File: config.mk
export PLATFORM = sky130hd
export DESIGN_NAME = loader_top
export DESIGN_NICKNAME = d
export VERILOG_FILES = /design/src/design/dl_pkg.sv /design/src/design/mem_pkg.sv /design/src/design/axil_ram_writer.sv /design/src/design/ioctl_unpacker.sv /design/src/design/loader_top.sv /design/src/design/sync_fifo.sv
export SDC_FILE = /design/constraint.sdc
export NUM_CORES = 1
export LEC_CHECK = 0
export ABC_AREA = 1
export BUFFER_PORTS_ARGS = -buffer_cell sky130_fd_sc_hd__buf_2
export CAP_MARGIN = 20
export CORE_UTILIZATION = 45
export DETAILED_ROUTE_END_ITERATION = 8
export PLACE_DENSITY_LB_ADDON = 0.08
export SYNTH_ARGS = -nofsm -noshare
export SYNTH_HDL_FRONTEND = slang
export SYNTH_SLANG_ARGS = --single-unit
File: constraint.sdc
create_clock -name clk_1x -period 12 [get_ports clk_1x]
set_input_delay 2.4 -clock clk_1x [delete_from_list [all_inputs] [get_ports clk_1x]]
set_output_delay 2.4 -clock clk_1x [all_outputs]
set_load 0.05 [all_outputs]
File: src/design/dl_pkg.sv
//========================================
// Download constants for the ioctl path
// Region bases are byte offsets added to the
// address of the lower 16-bit word
//========================================
`default_nettype none

package dl_pkg;

	//========================================
	// ioctl bus widths
	//========================================
	localparam int ioctl_addr_w = 27;
	localparam int ioctl_data_w = 16;

	// Download index values sent by the host
	localparam logic [7:0] idx_bios = 8'd0;
	localparam logic [7:0] idx_exe  = 8'd1;
	localparam logic [7:0] idx_code = 8'd255;

	// Region bases in main memory
	localparam logic [ioctl_addr_w-1:0] bios_base = 27'h020_0000;
	localparam logic [ioctl_addr_w-1:0] exe_base  = 27'h040_0000;

	//========================================
	// Cheat code word
	//========================================
	// Values arrive big endian, the loader
	// is expected to have arranged them
	typedef struct packed {
		logic [31:0] flags;
		logic [31:0] addr;
		logic [31:0] compare;
		logic [31:0] replace;
	} cheat_code_t;

endpackage

`default_nettype wire

File: src/design/mem_pkg.sv
//========================================
// Main memory write types and AXI4-Lite
// constants, write channels only
//========================================
`default_nettype none

package mem_pkg;

	// Memory side widths
	localparam int mem_addr_w = 27;
	localparam int mem_data_w = 32;

	// AXI4-Lite widths
	localparam int strb_w = mem_data_w / 8;
	localparam int resp_w = 2;

	localparam logic [resp_w-1:0] resp_okay = 2'b00;

	// One 32-bit write to main memory
	typedef struct packed {
		logic [mem_addr_w-1:0] addr;
		logic [mem_data_w-1:0] data;
	} ram_wr_t;

endpackage

`default_nettype wire

File: src/design/axil_ram_writer.sv
//========================================
// AXI4-Lite write master, one transaction
// in flight, full-word strobes only
// wr_error is sticky until reset
//========================================
`timescale 1ns/1ns
`default_nettype none

module axil_ram_writer (
	input  wire                              clk_1x,
	input  wire                              rst_n,
	input  wire                              rd_valid,
	input  wire mem_pkg::ram_wr_t            rd_data,
	input  wire                              awready,
	input  wire                              wready,
	input  wire                              bvalid,
	input  wire  [mem_pkg::resp_w-1:0]       bresp,
	output logic                             rd_ready,
	output logic                             awvalid,
	output logic [mem_pkg::mem_addr_w-1:0]   awaddr,
	output logic                             wvalid,
	output logic [mem_pkg::mem_data_w-1:0]   wdata,
	output logic [mem_pkg::strb_w-1:0]       wstrb,
	output logic                             bready,
	output logic                             wr_error
);

	typedef enum logic [1:0] {
		st_idle,
		st_addr_data,
		st_resp
	} state_t;

	state_t state;
	logic   aw_pending;
	logic   w_pending;

	// Channels still waiting after this cycle
	assign aw_pending = awvalid && !awready;
	assign w_pending  = wvalid && !wready;

	// Pop only while idle
	assign rd_ready = (state == st_idle);
	assign wstrb    = '1;

	always_ff @(posedge clk_1x) begin
		if (state == st_idle && rd_valid) begin
			awaddr <= rd_data.addr;
			wdata  <= rd_data.data;
		end
	end

	//========================================
	// Transaction FSM
	//========================================
	always_ff @(posedge clk_1x) begin
		if (!rst_n) begin
			state    <= st_idle;
			awvalid  <= 1'b0;
			wvalid   <= 1'b0;
			bready   <= 1'b0;
			wr_error <= 1'b0;
		end else begin
			case (state)
				st_idle: begin
					if (rd_valid) begin
						awvalid <= 1'b1;
						wvalid  <= 1'b1;
						state   <= st_addr_data;
					end
				end
				st_addr_data: begin
					// AW and W may be accepted in different cycles
					awvalid <= aw_pending;
					wvalid  <= w_pending;
					if (!aw_pending && !w_pending) begin
						bready <= 1'b1;
						state  <= st_resp;
					end
				end
				st_resp: begin
					if (bvalid) begin
						bready <= 1'b0;
						state  <= st_idle;
						if (bresp != mem_pkg::resp_okay) begin
							wr_error <= 1'b1;
						end
					end
				end
				default: state <= st_idle;
			endcase
		end
	end

endmodule

`default_nettype wire

File: src/design/ioctl_unpacker.sv
//========================================
// Host expects words at ascending even addresses
// and ioctl_wr only while ioctl_wait is low
// Pushes are not gated by the full flags
//========================================
`timescale 1ns/1ns
`default_nettype none

module ioctl_unpacker (
	input  wire                               clk_1x,
	input  wire                               rst_n,
	input  wire                               ioctl_download,
	input  wire  [7:0]                        ioctl_index,
	input  wire  [dl_pkg::ioctl_addr_w-1:0]   ioctl_addr,
	input  wire  [dl_pkg::ioctl_data_w-1:0]   ioctl_dout,
	input  wire                               ioctl_wr,
	input  wire                               ram_full,
	input  wire                               code_full,
	output logic                              ioctl_wait,
	output logic                              ram_push,
	output mem_pkg::ram_wr_t                  ram_item,
	output logic                              code_push,
	output dl_pkg::cheat_code_t               code_item,
	output logic                              cheat_clear,
	output logic                              exe_done
);

	logic is_bios;
	logic is_exe;
	logic is_code;
	logic is_mem;

	// Lower half of the pending memory word
	logic [mem_pkg::mem_addr_w-1:0] lo_addr;
	logic [dl_pkg::ioctl_data_w-1:0] lo_data;

	// Partial cheat code
	logic [31:0] flags_q;
	logic [31:0] addr_q;
	logic [31:0] compare_q;
	logic [15:0] replace_lo_q;

	logic code_dl_q;
	logic exe_dl_q;

	//========================================
	// Download kind
	//========================================
	assign is_bios = ioctl_download && (ioctl_index == dl_pkg::idx_bios);
	assign is_exe  = ioctl_download && (ioctl_index == dl_pkg::idx_exe);
	assign is_code = ioctl_download && (ioctl_index == dl_pkg::idx_code);
	assign is_mem  = is_bios || is_exe;

	//========================================
	// Memory words
	//========================================
	// Upper half goes straight into the push
	assign ram_push = is_mem && ioctl_wr && ioctl_addr[1];

	always_comb begin
		ram_item.addr = lo_addr;
		ram_item.data = {ioctl_dout, lo_data};
	end

	always_ff @(posedge clk_1x) begin
		if (is_mem && ioctl_wr && !ioctl_addr[1]) begin
			lo_data <= ioctl_dout;
			lo_addr <= ioctl_addr + (is_exe ? dl_pkg::exe_base : dl_pkg::bios_base);
		end
	end

	//========================================
	// Cheat codes
	//========================================
	// Offset 14 completes the code
	assign code_push = is_code && ioctl_wr && (ioctl_addr[3:0] == 4'd14);

	always_comb begin
		code_item.flags   = flags_q;
		code_item.addr    = addr_q;
		code_item.compare = compare_q;
		code_item.replace = {ioctl_dout, replace_lo_q};
	end

	// Bottom word first, then top word, per field
	always_ff @(posedge clk_1x) begin
		if (is_code && ioctl_wr) begin
			case (ioctl_addr[3:0])
				4'd0:  flags_q[15:0]    <= ioctl_dout;
				4'd2:  flags_q[31:16]   <= ioctl_dout;
				4'd4:  addr_q[15:0]     <= ioctl_dout;
				4'd6:  addr_q[31:16]    <= ioctl_dout;
				4'd8:  compare_q[15:0]  <= ioctl_dout;
				4'd10: compare_q[31:16] <= ioctl_dout;
				4'd12: replace_lo_q     <= ioctl_dout;
				default: ;
			endcase
		end
	end

	//========================================
	// Pulses and host back-pressure
	//========================================
	always_ff @(posedge clk_1x) begin
		if (!rst_n) begin
			code_dl_q   <= 1'b0;
			exe_dl_q    <= 1'b0;
			cheat_clear <= 1'b0;
			exe_done    <= 1'b0;
			ioctl_wait  <= 1'b0;
		end else begin
			code_dl_q   <= is_code;
			exe_dl_q    <= is_exe;
			// Start of a code download
			cheat_clear <= is_code && !code_dl_q;
			// End of an executable download
			exe_done    <= exe_dl_q && !is_exe;
			ioctl_wait  <= ram_full || code_full;
		end
	end

endmodule

`default_nettype wire

File: src/design/loader_top.sv
//========================================
// Download path, ioctl in, AXI4-Lite writes
// and cheat codes out
// FIFO depths are set here and passed down
//========================================
`timescale 1ns/1ns
`default_nettype none

module loader_top #(
	parameter int RAM_FIFO_DEPTH  = 4,
	parameter int CODE_FIFO_DEPTH = 2
) (
	input  wire                              clk_1x,
	input  wire                              rst_n,
	// Host download
	input  wire                              ioctl_download,
	input  wire  [7:0]                       ioctl_index,
	input  wire  [dl_pkg::ioctl_addr_w-1:0]  ioctl_addr,
	input  wire  [dl_pkg::ioctl_data_w-1:0]  ioctl_dout,
	input  wire                              ioctl_wr,
	output wire                              ioctl_wait,
	// AXI4-Lite write channels
	output wire                              awvalid,
	input  wire                              awready,
	output wire  [mem_pkg::mem_addr_w-1:0]   awaddr,
	output wire                              wvalid,
	input  wire                              wready,
	output wire  [mem_pkg::mem_data_w-1:0]   wdata,
	output wire  [mem_pkg::strb_w-1:0]       wstrb,
	input  wire                              bvalid,
	output wire                              bready,
	input  wire  [mem_pkg::resp_w-1:0]       bresp,
	// Cheat codes
	output wire                              cheat_valid,
	output wire dl_pkg::cheat_code_t         cheat_code,
	input  wire                              cheat_ready,
	output wire                              cheat_clear,
	output wire                              exe_done,
	output wire                              wr_error
);

	wire                      ram_push;
	wire mem_pkg::ram_wr_t    ram_item;
	wire                      ram_full;
	wire                      ram_valid;
	wire mem_pkg::ram_wr_t    ram_rd_data;
	wire                      ram_ready;
	wire                      code_push;
	wire dl_pkg::cheat_code_t code_item;
	wire                      code_full;

	//========================================
	// Producer
	//========================================
	ioctl_unpacker i_unpacker (
		.clk_1x         (clk_1x),
		.rst_n          (rst_n),
		.ioctl_download (ioctl_download),
		.ioctl_index    (ioctl_index),
		.ioctl_addr     (ioctl_addr),
		.ioctl_dout     (ioctl_dout),
		.ioctl_wr       (ioctl_wr),
		.ram_full       (ram_full),
		.code_full      (code_full),
		.ioctl_wait     (ioctl_wait),
		.ram_push       (ram_push),
		.ram_item       (ram_item),
		.code_push      (code_push),
		.code_item      (code_item),
		.cheat_clear    (cheat_clear),
		.exe_done       (exe_done)
	);

	//========================================
	// Buffers
	//========================================
	sync_fifo #(
		.DEPTH     (RAM_FIFO_DEPTH),
		.payload_t (mem_pkg::ram_wr_t)
	) i_ram_fifo (
		.clk_1x   (clk_1x),
		.rst_n    (rst_n),
		.wr_en    (ram_push),
		.wr_data  (ram_item),
		.rd_ready (ram_ready),
		.full     (ram_full),
		.rd_valid (ram_valid),
		.rd_data  (ram_rd_data)
	);

	// Read side faces the cheat engine directly
	sync_fifo #(
		.DEPTH     (CODE_FIFO_DEPTH),
		.payload_t (dl_pkg::cheat_code_t)
	) i_code_fifo (
		.clk_1x   (clk_1x),
		.rst_n    (rst_n),
		.wr_en    (code_push),
		.wr_data  (code_item),
		.rd_ready (cheat_ready),
		.full     (code_full),
		.rd_valid (cheat_valid),
		.rd_data  (cheat_code)
	);

	//========================================
	// Memory writer
	//========================================
	axil_ram_writer i_writer (
		.clk_1x   (clk_1x),
		.rst_n    (rst_n),
		.rd_valid (ram_valid),
		.rd_data  (ram_rd_data),
		.awready  (awready),
		.wready   (wready),
		.bvalid   (bvalid),
		.bresp    (bresp),
		.rd_ready (ram_ready),
		.awvalid  (awvalid),
		.awaddr   (awaddr),
		.wvalid   (wvalid),
		.wdata    (wdata),
		.wstrb    (wstrb),
		.bready   (bready),
		.wr_error (wr_error)
	);

endmodule

`default_nettype wire

File: src/design/sync_fifo.sv
//========================================
// Holds DEPTH+1 items, full rises at DEPTH
// The spare slot absorbs a push that lands
// before the registered wait reaches the host
//========================================
`timescale 1ns/1ns
`default_nettype none

module sync_fifo #(
	parameter int  DEPTH     = 4,
	parameter type payload_t = logic [7:0]
) (
	input  wire           clk_1x,
	input  wire           rst_n,
	input  wire           wr_en,
	input  wire payload_t wr_data,
	input  wire           rd_ready,
	output logic          full,
	output logic          rd_valid,
	output payload_t      rd_data
);

	localparam int slots = DEPTH + 1;
	localparam int ptr_w = (slots > 1) ? $clog2(slots) : 1;
	localparam int cnt_w = $clog2(slots + 1);

	payload_t         mem [slots];
	logic [ptr_w-1:0] wr_ptr;
	logic [ptr_w-1:0] rd_ptr;
	logic [cnt_w-1:0] count;
	logic             do_wr;
	logic             do_rd;

	assign do_rd = rd_ready && (count != '0);
	assign do_wr = wr_en && (count != cnt_w'(slots));

	assign full     = (count >= cnt_w'(DEPTH));
	assign rd_valid = (count != '0);
	assign rd_data  = mem[rd_ptr];

	always_ff @(posedge clk_1x) begin
		if (do_wr) begin
			mem[wr_ptr] <= wr_data;
		end
	end

	always_ff @(posedge clk_1x) begin
		if (!rst_n) begin
			wr_ptr <= '0;
			rd_ptr <= '0;
			count  <= '0;
		end else begin
			if (do_wr) begin
				wr_ptr <= (wr_ptr == ptr_w'(slots - 1)) ? '0 : wr_ptr + 1'b1;
			end
			if (do_rd) begin
				rd_ptr <= (rd_ptr == ptr_w'(slots - 1)) ? '0 : rd_ptr + 1'b1;
			end
			case ({do_wr, do_rd})
				2'b10:   count <= count + 1'b1;
				2'b01:   count <= count - 1'b1;
				default: count <= count;
			endcase
		end
	end

endmodule

`default_nettype wire

* After elaboration in Yosys (flattened, before gate mapping)
Memories as Yosys holds them, arrays and structs flattened. A register that Yosys moved wholly into a read port is not among the register bits.
Cells that the tools add are included.
** Cells by class
- Add/subtract/negate cells :: 9
- $mul :: 0
- Divide/modulo/power cells :: 0
- Order comparisons :: 2
- Eq/ne operators :: 24
- Shift-type cells :: 0
- Mux-type cells :: 23
- Bitwise logic cells :: 0
- Reduce and logical (&&, ||, !) cells :: 47
** Operator list (number)
- 27-bit adder :: 1
- 23-bit two-way mux :: 1
- 1-bit logical AND :: 17
- 4-bit == test (second input constant) :: 4
- 2-bit AND reduction :: 8
- 2-bit two-way mux :: 7
- 2-bit nonzero test :: 6
- 2-bit == test (second input constant) :: 5
- 3-bit by 1-bit adder with 3-bit output (second input constant) :: 3
- 3-bit AND reduction :: 3
- 4-bit by 3-bit == test with 1-bit output (second input constant) :: 2
- 8-bit by 1-bit == test with 1-bit output (second input constant) :: 1
- 8-bit == test (second input constant) :: 1
- 8-bit logical NOT :: 1
- 1-bit logical NOT :: 7
- 1-bit two-way mux :: 7
- 2-bit by 1-bit adder with 2-bit output (second input constant) :: 3
- 2-bit by 1-bit == test with 1-bit output (second input constant) :: 3
- 3-bit == test (second input constant) :: 2
- 3-bit two-way mux :: 2
- 1-bit case mux with 2 select lines :: 3
- 2-bit case mux with 3 select lines :: 1
- 3-bit case mux with 2 select lines :: 1
- 4-bit by 2-bit == test with 1-bit output (second input constant) :: 1
- 12 further kinds :: 15
** Word-level totals
- Flip-flop bits (word level) :: 181
- Bits in latches :: 0
- RAM bits :: 679
- Memory bits (read-only) :: 0
- Input port bits :: 61
- Output and inout bits :: 199
- Word-level logic and storage cells :: 132
- Memories :: 2
** Memories
- i_code_fifo.mem :: depth 3, width 128, read ports 1, clocked after memory_dff 1, write ports 1, line sync_fifo.sv:27 : payload_t mem [slots];
- i_ram_fifo.mem :: depth 5, width 59, read ports 1, clocked after memory_dff 1, write ports 1, line sync_fifo.sv:27

* Depth between registers and ports, before layout
- Word-level depth :: 8
- Depth in mapped cells :: 12

* Cells and area by module
A second synthesis with hierarchy kept.
** Unflattened totals
- Cell total of the unflattened synthesis :: 2569
- Area, all modules :: 34695.8 sq um
** Modules (own cells, without submodules)
- sync_fifo (i_code_fifo) :: times used 1, cells each 1005, area an instance 14465.1 sq um, seq. area each 11691.2 sq um
- sync_fifo (i_ram_fifo) :: times used 1, cells each 1205, area an instance 12832.3 sq um, seq. area each 9098.7 sq um
- ioctl_unpacker :: times used 1, cells each 255, area an instance 5328.9 sq um, seq. area each 4754.6 sq um
- axil_ram_writer :: times used 1, cells each 104, area an instance 2069.5 sq um, seq. area each 1891.8 sq um

* Worst setup path after synthesis
Ideal clock, no wire load.
- Kind :: input to register
- From :: input port ioctl_index[3]
- To :: memory i_ram_fifo.mem[0][0] (netlist bit), enable pin
- Data arrival time :: 8.482 ns
- Path slack :: 2.896 ns
- Stages :: 5
- Path buffers :: 0
- Cells stage by stage :: nor2_1 -> nand2_1 -> nor2_2 -> nand2_2 -> nor4_1
** On the way
- Cells in the longest elaborated chain, start to end :: 8
- Elaborated cells between the ends (all ways) :: 10
** RTL lines
- start: declaration :: line loader_top.sv:17 : input wire [7:0] ioctl_index,
- 8-bit by 1-bit == test with 1-bit output or 8-bit logical NOT (tied branches) :: line ioctl_unpacker.sv:50, ioctl_unpacker.sv:49
- 1-bit logical AND, on equally long branches :: line ioctl_unpacker.sv:50, ioctl_unpacker.sv:49
- 1-bit logical OR * :: line ioctl_unpacker.sv:52 : assign is_mem = is_bios || is_exe;
- 1-bit logical AND * (2 in series) :: line ioctl_unpacker.sv:58 : assign ram_push = is_mem && ioctl_wr && ioctl_addr[1];
- 1-bit logical AND * :: line sync_fifo.sv:35 : assign do_wr = wr_en && (count != cnt_w'(slots));
- 1-bit two-way mux * :: line sync_fifo.sv:42 : if (do_wr) begin
- 1-bit two-way mux (not written as such) * :: line sync_fifo.sv:43 : mem[wr_ptr] <= wr_data;
- end: declaration :: line sync_fifo.sv:27
Every way passes the cells marked *; elsewhere a longest branch is shown, timed or not.

==> impl_metrics.py <==
metrics = {
    "run_status": {
        "status": "completed",
    },
    "synth": {
        "synth_top_family_by_area": "simple AND/OR/NAND/NOR gates",
        "muxShareOfSynthArea_pct": 0,
        "ys_ff_latch": 921,
        "synth.distinct_cells": 33,
        "yosysSeqAreaShare_pct": 82.42,
        "synthAdderAreaFrac_pct": 0.4219,
        "synth.largest_area_cell": "edfxtp_1",
        "synth-warning-count": 0,
        "synthTopCellsByArea": "edfxtp_1 81%, nor2_1 5.1%, a21oi_1 4.1%",
        "syn_avg_cell_area_sq_um": 15.10,
        "synth_top_area_share_pct": 80.73,
        "synth-compound-area-share_pct": 7.361,
        "synth_area_sq_mm": 0.03322,
        "synthXorXnorAreaFrac_pct": 0.1318,
        "syn_inst": 2199,
        "yosys.area_share.simple_pct": 7.402,
    },
    "worst_setup_path": {
        "endpoint_kind": "output pin",
        "rrSetupSlack_ns": 8.31,
        "worstPathArrival_ns": 3.78,
        "reg2reg_depth": 7,
        "crit_type": "reg2out",
        "worst_r2r_endpoint": "i_code_fifo.mem[2][52]$_DFFE_PP_",
        "cpPeakStageDelay_ns": 0.86,
        "required_ns": 9.60,
        "crit_path_start_kind": "flip-flop",
        "r2r_start": "i_code_fifo.count[0]$_SDFFE_PN0P_",
        "crit_fanout": 83,
        "worstPathCellList": "inv_4 -> buf_4 -> nor2_1 -> a21oi_1 -> buf_2",
        "cp_slowest_cell": "buf_4",
    },
    "power_and_ir_drop": {
        "p_leak_uw": 0.01329,
        "ir_drop_mv": 0.1672,
        "powerDensity_mw_per_mm2": 198.0,
        "finalPower_uw": 7611,
    },
    "final_layout": {
        "drive_gt1_share_pct": 17.58,
        "layout.nets": 2539,
        "layout_common_cells": "893 x edfxtp_1, 452 x nor2_1, 273 x a21oi_1",
        "fill_cells": 5964,
        "layout_commonest_cell": "edfxtp_1",
        "syn_to_final_growth_pct": 15.74,
        "fin_cells": 3502,
        "fin_util_pct": 52.69,
    },
    "sta": {
        "tns_ns": 0,
        "hold_viol": 0,
        "finalSetupViolCount": 0,
        "min_period_ns": 6.183,
        "relSlewSlack_pct": 23.05,
        "fin_crit_sh_pct": 51.52,
        "max_freq_mhz": 161.7,
        "worst_clock_skew_ns": 0.02492,
        "tightest_slew_ns": 1.154,
        "slew_violations": 0,
        "rsz0062_at_grt": "no",
    },
    "grt": {
        "grt_start_max_net_pins": 108,
        "grtUsageTotal_pct": 21.03,
        "met3_usage_pct": 3.526,
        "grt_pass1_wl_mm": 115.2,
        "antenna_found_initial": 6,
        "grt_pass1_vias": 17987,
        "top_usage_layer": "met2",
        "met1_usage_pct": 28.10,
        "grt_use_met2_pct": 34.77,
        "grt_overflow_total": 0,
    },
    "worst_hold_path": {
        "hold_path.class": "reg2reg",
        "holdCritStartpoint": "i_unpacker.code_dl_q$_SDFF_PN0_",
        "whs_path_depth": 1,
        "whs_endpoint": "i_unpacker.cheat_clear$_SDFF_PN0_",
    },
    "clocking": {
        "clk_pin_slew_worst_paths_ns": 0.06,
        "numCtsBuffers": 94,
        "postCtsSetupRepairBufs": 0,
        "cts-resized-gates": 0,
        "clk_latency_ns": 0.64,
        "cts_tree": "built",
        "cts.sink_count": 921,
        "cts-htree-levels": 3,
        "cts-hold-fix-buffers": 0,
        "cts.path.max_buffers": 3,
        "cts-root-buf": "clkbuf_16",
    },
    "drt": {
        "ant_nets": 0,
        "routed_wl_mm": 78.60,
        "vias_per_cell": 5.294,
        "drtIter0Drc": 1353,
        "drc": 0,
        "num_vias": 18539,
        "wl_per_cell_um": 22.44,
        "first_pass_iters": 5,
    },
    "place": {
        "io_buffers": 255,
        "dpl.hpwl_mm": 40.66,
        "dpl.cell_count": 3331,
        "globalplace.congestion": 0.7681,
    },
    "die": {
        "num_rows": 99,
        "io_pins": 260,
        "die_h_um": 273.7,
        "die_w_um": 273.7,
        "core_area_sq_mm": 0.07296,
        "initial_core_util_pct": 45.53,
        "die-area_sq_mm": 0.07490,
    },
    "flow_run": {
        "maxCapViolations": 0,
    },
}
cell usage after synthesis:
cell type,count
nor4_1,4
a211oi_1,5
buf_6,6
nand3_1,11
buf_12,1
buf_8,2
xnor2_1,2
dfxtp_1,28
conb_1,1
clkbuf_2,5
clkbuf_1,45
inv_2,2
nor2_2,1
nor2_1,454
nor3_1,9
buf_4,9
nor2_4,1
a21oi_1,273
o21ai_0,94
buf_2,43
fa_1,2
edfxtp_1,893
buf_1,4
nand2_1,157
nand4_1,1
inv_1,35
nand3_2,1
nand2_2,1
o21ai_1,37
ha_1,8
a31oi_1,60
o211a_1,1
xor2_1,3
logic make-up after synthesis:
logic type | after synthesis
simple gates | 640
fa+ha+maj | 10
buf+inv | 152
other cells | 1
flops | 921
xor+xnor | 5
compound gates | 470
how the worst max path moves through the flow:
stage | start | end | cells after the start
2_1_floorplan | ioctl_index[3] | i_ram_fifo.mem[0][0]$_DFFE_PP_ | 5
3_3_place_gp | ioctl_addr[0] | i_code_fifo.mem[2][63]$_DFFE_PP_ | 10
3_5_place_dp | ioctl_addr[0] | i_code_fifo.mem[2][57]$_DFFE_PP_ | 10
4_1_cts | flip-flop | cheat_code[111] | 5
5_1_grt | flip-flop | cheat_code[111] | 5
6_report | flip-flop | cheat_code[21] | 5
final cells by class:
type / count / area, sq um / area share (%)
flip-flops and latches: 921 / 27390 / 71.25
multi-input cells: 1129 / 5182 / 13.48
clock buffers: 118 / 2547 / 6.626
repair buffers: 285 / 1501 / 3.905
well taps: 959 / 1200 / 3.121
clock inverters: 52 / 464.2 / 1.207
inverters: 37 / 155.1 / 0.4036
diodes: 1 / 2.502 / 0.006509
critical path, delay by kind of cell, from the launching register on:
kind	cells	cell delay, ns
flops	1	0.65
buf+inv	3	1.83
simple gates	1	0.09
compound gates	1	0.43
flip-flops by register name, summed over array words and instances, names as in the netlist, 2 cells and up, named ones only:
name / flops
i_ram_fifo.count: 3
i_unpacker.flags_q: 32
i_unpacker.compare_q: 32
i_code_fifo.mem: 384
i_code_fifo.count: 2
i_ram_fifo.rd_ptr: 3
i_unpacker.lo_addr: 27
i_writer.state: 2
i_unpacker.replace_lo_q: 16
i_ram_fifo.mem: 295
i_writer.wdata: 32
i_code_fifo.wr_ptr: 2
i_ram_fifo.wr_ptr: 3
i_code_fifo.rd_ptr: 2
i_writer.awaddr: 27
i_unpacker.addr_q: 32
i_unpacker.lo_data: 16
where the power goes:
| group | switching [uW] | internal, uW | total [uW] |
|---|---|---|---|
| clock | 1170 | 1670 | 2840 |
| sequential | 72.1 | 3690 | 3760 |
| combinational | 813 | 193 | 1010 |
| total | 2060 | 5550 | 7610 |
metrics by stage:
stage / hold slack [ns] / setup WS [ns] / instance area [sq um]
6_report: 0.3963 / 5.817 / 38440
2_1_floorplan: 0.3763 / 2.896 / 33230
3_5_place_dp: 0.3910 / 6.026 / 35430
5_1_grt: 0.4231 / 5.587 / 38440
4_1_cts: 0.3995 / 5.703 / 38440
3_3_place_gp: 0.3919 / 6.018 / 35430
layer usage:
metal | vias up | wire length (um)
met3 | 122 | 4027
met2 | 484 | 38900
met5 | - | 39
met1 | 9355 | 33480
met4 | 6 | 2147
li1 | 8572 | -
(Power assumes the default switching activity.)
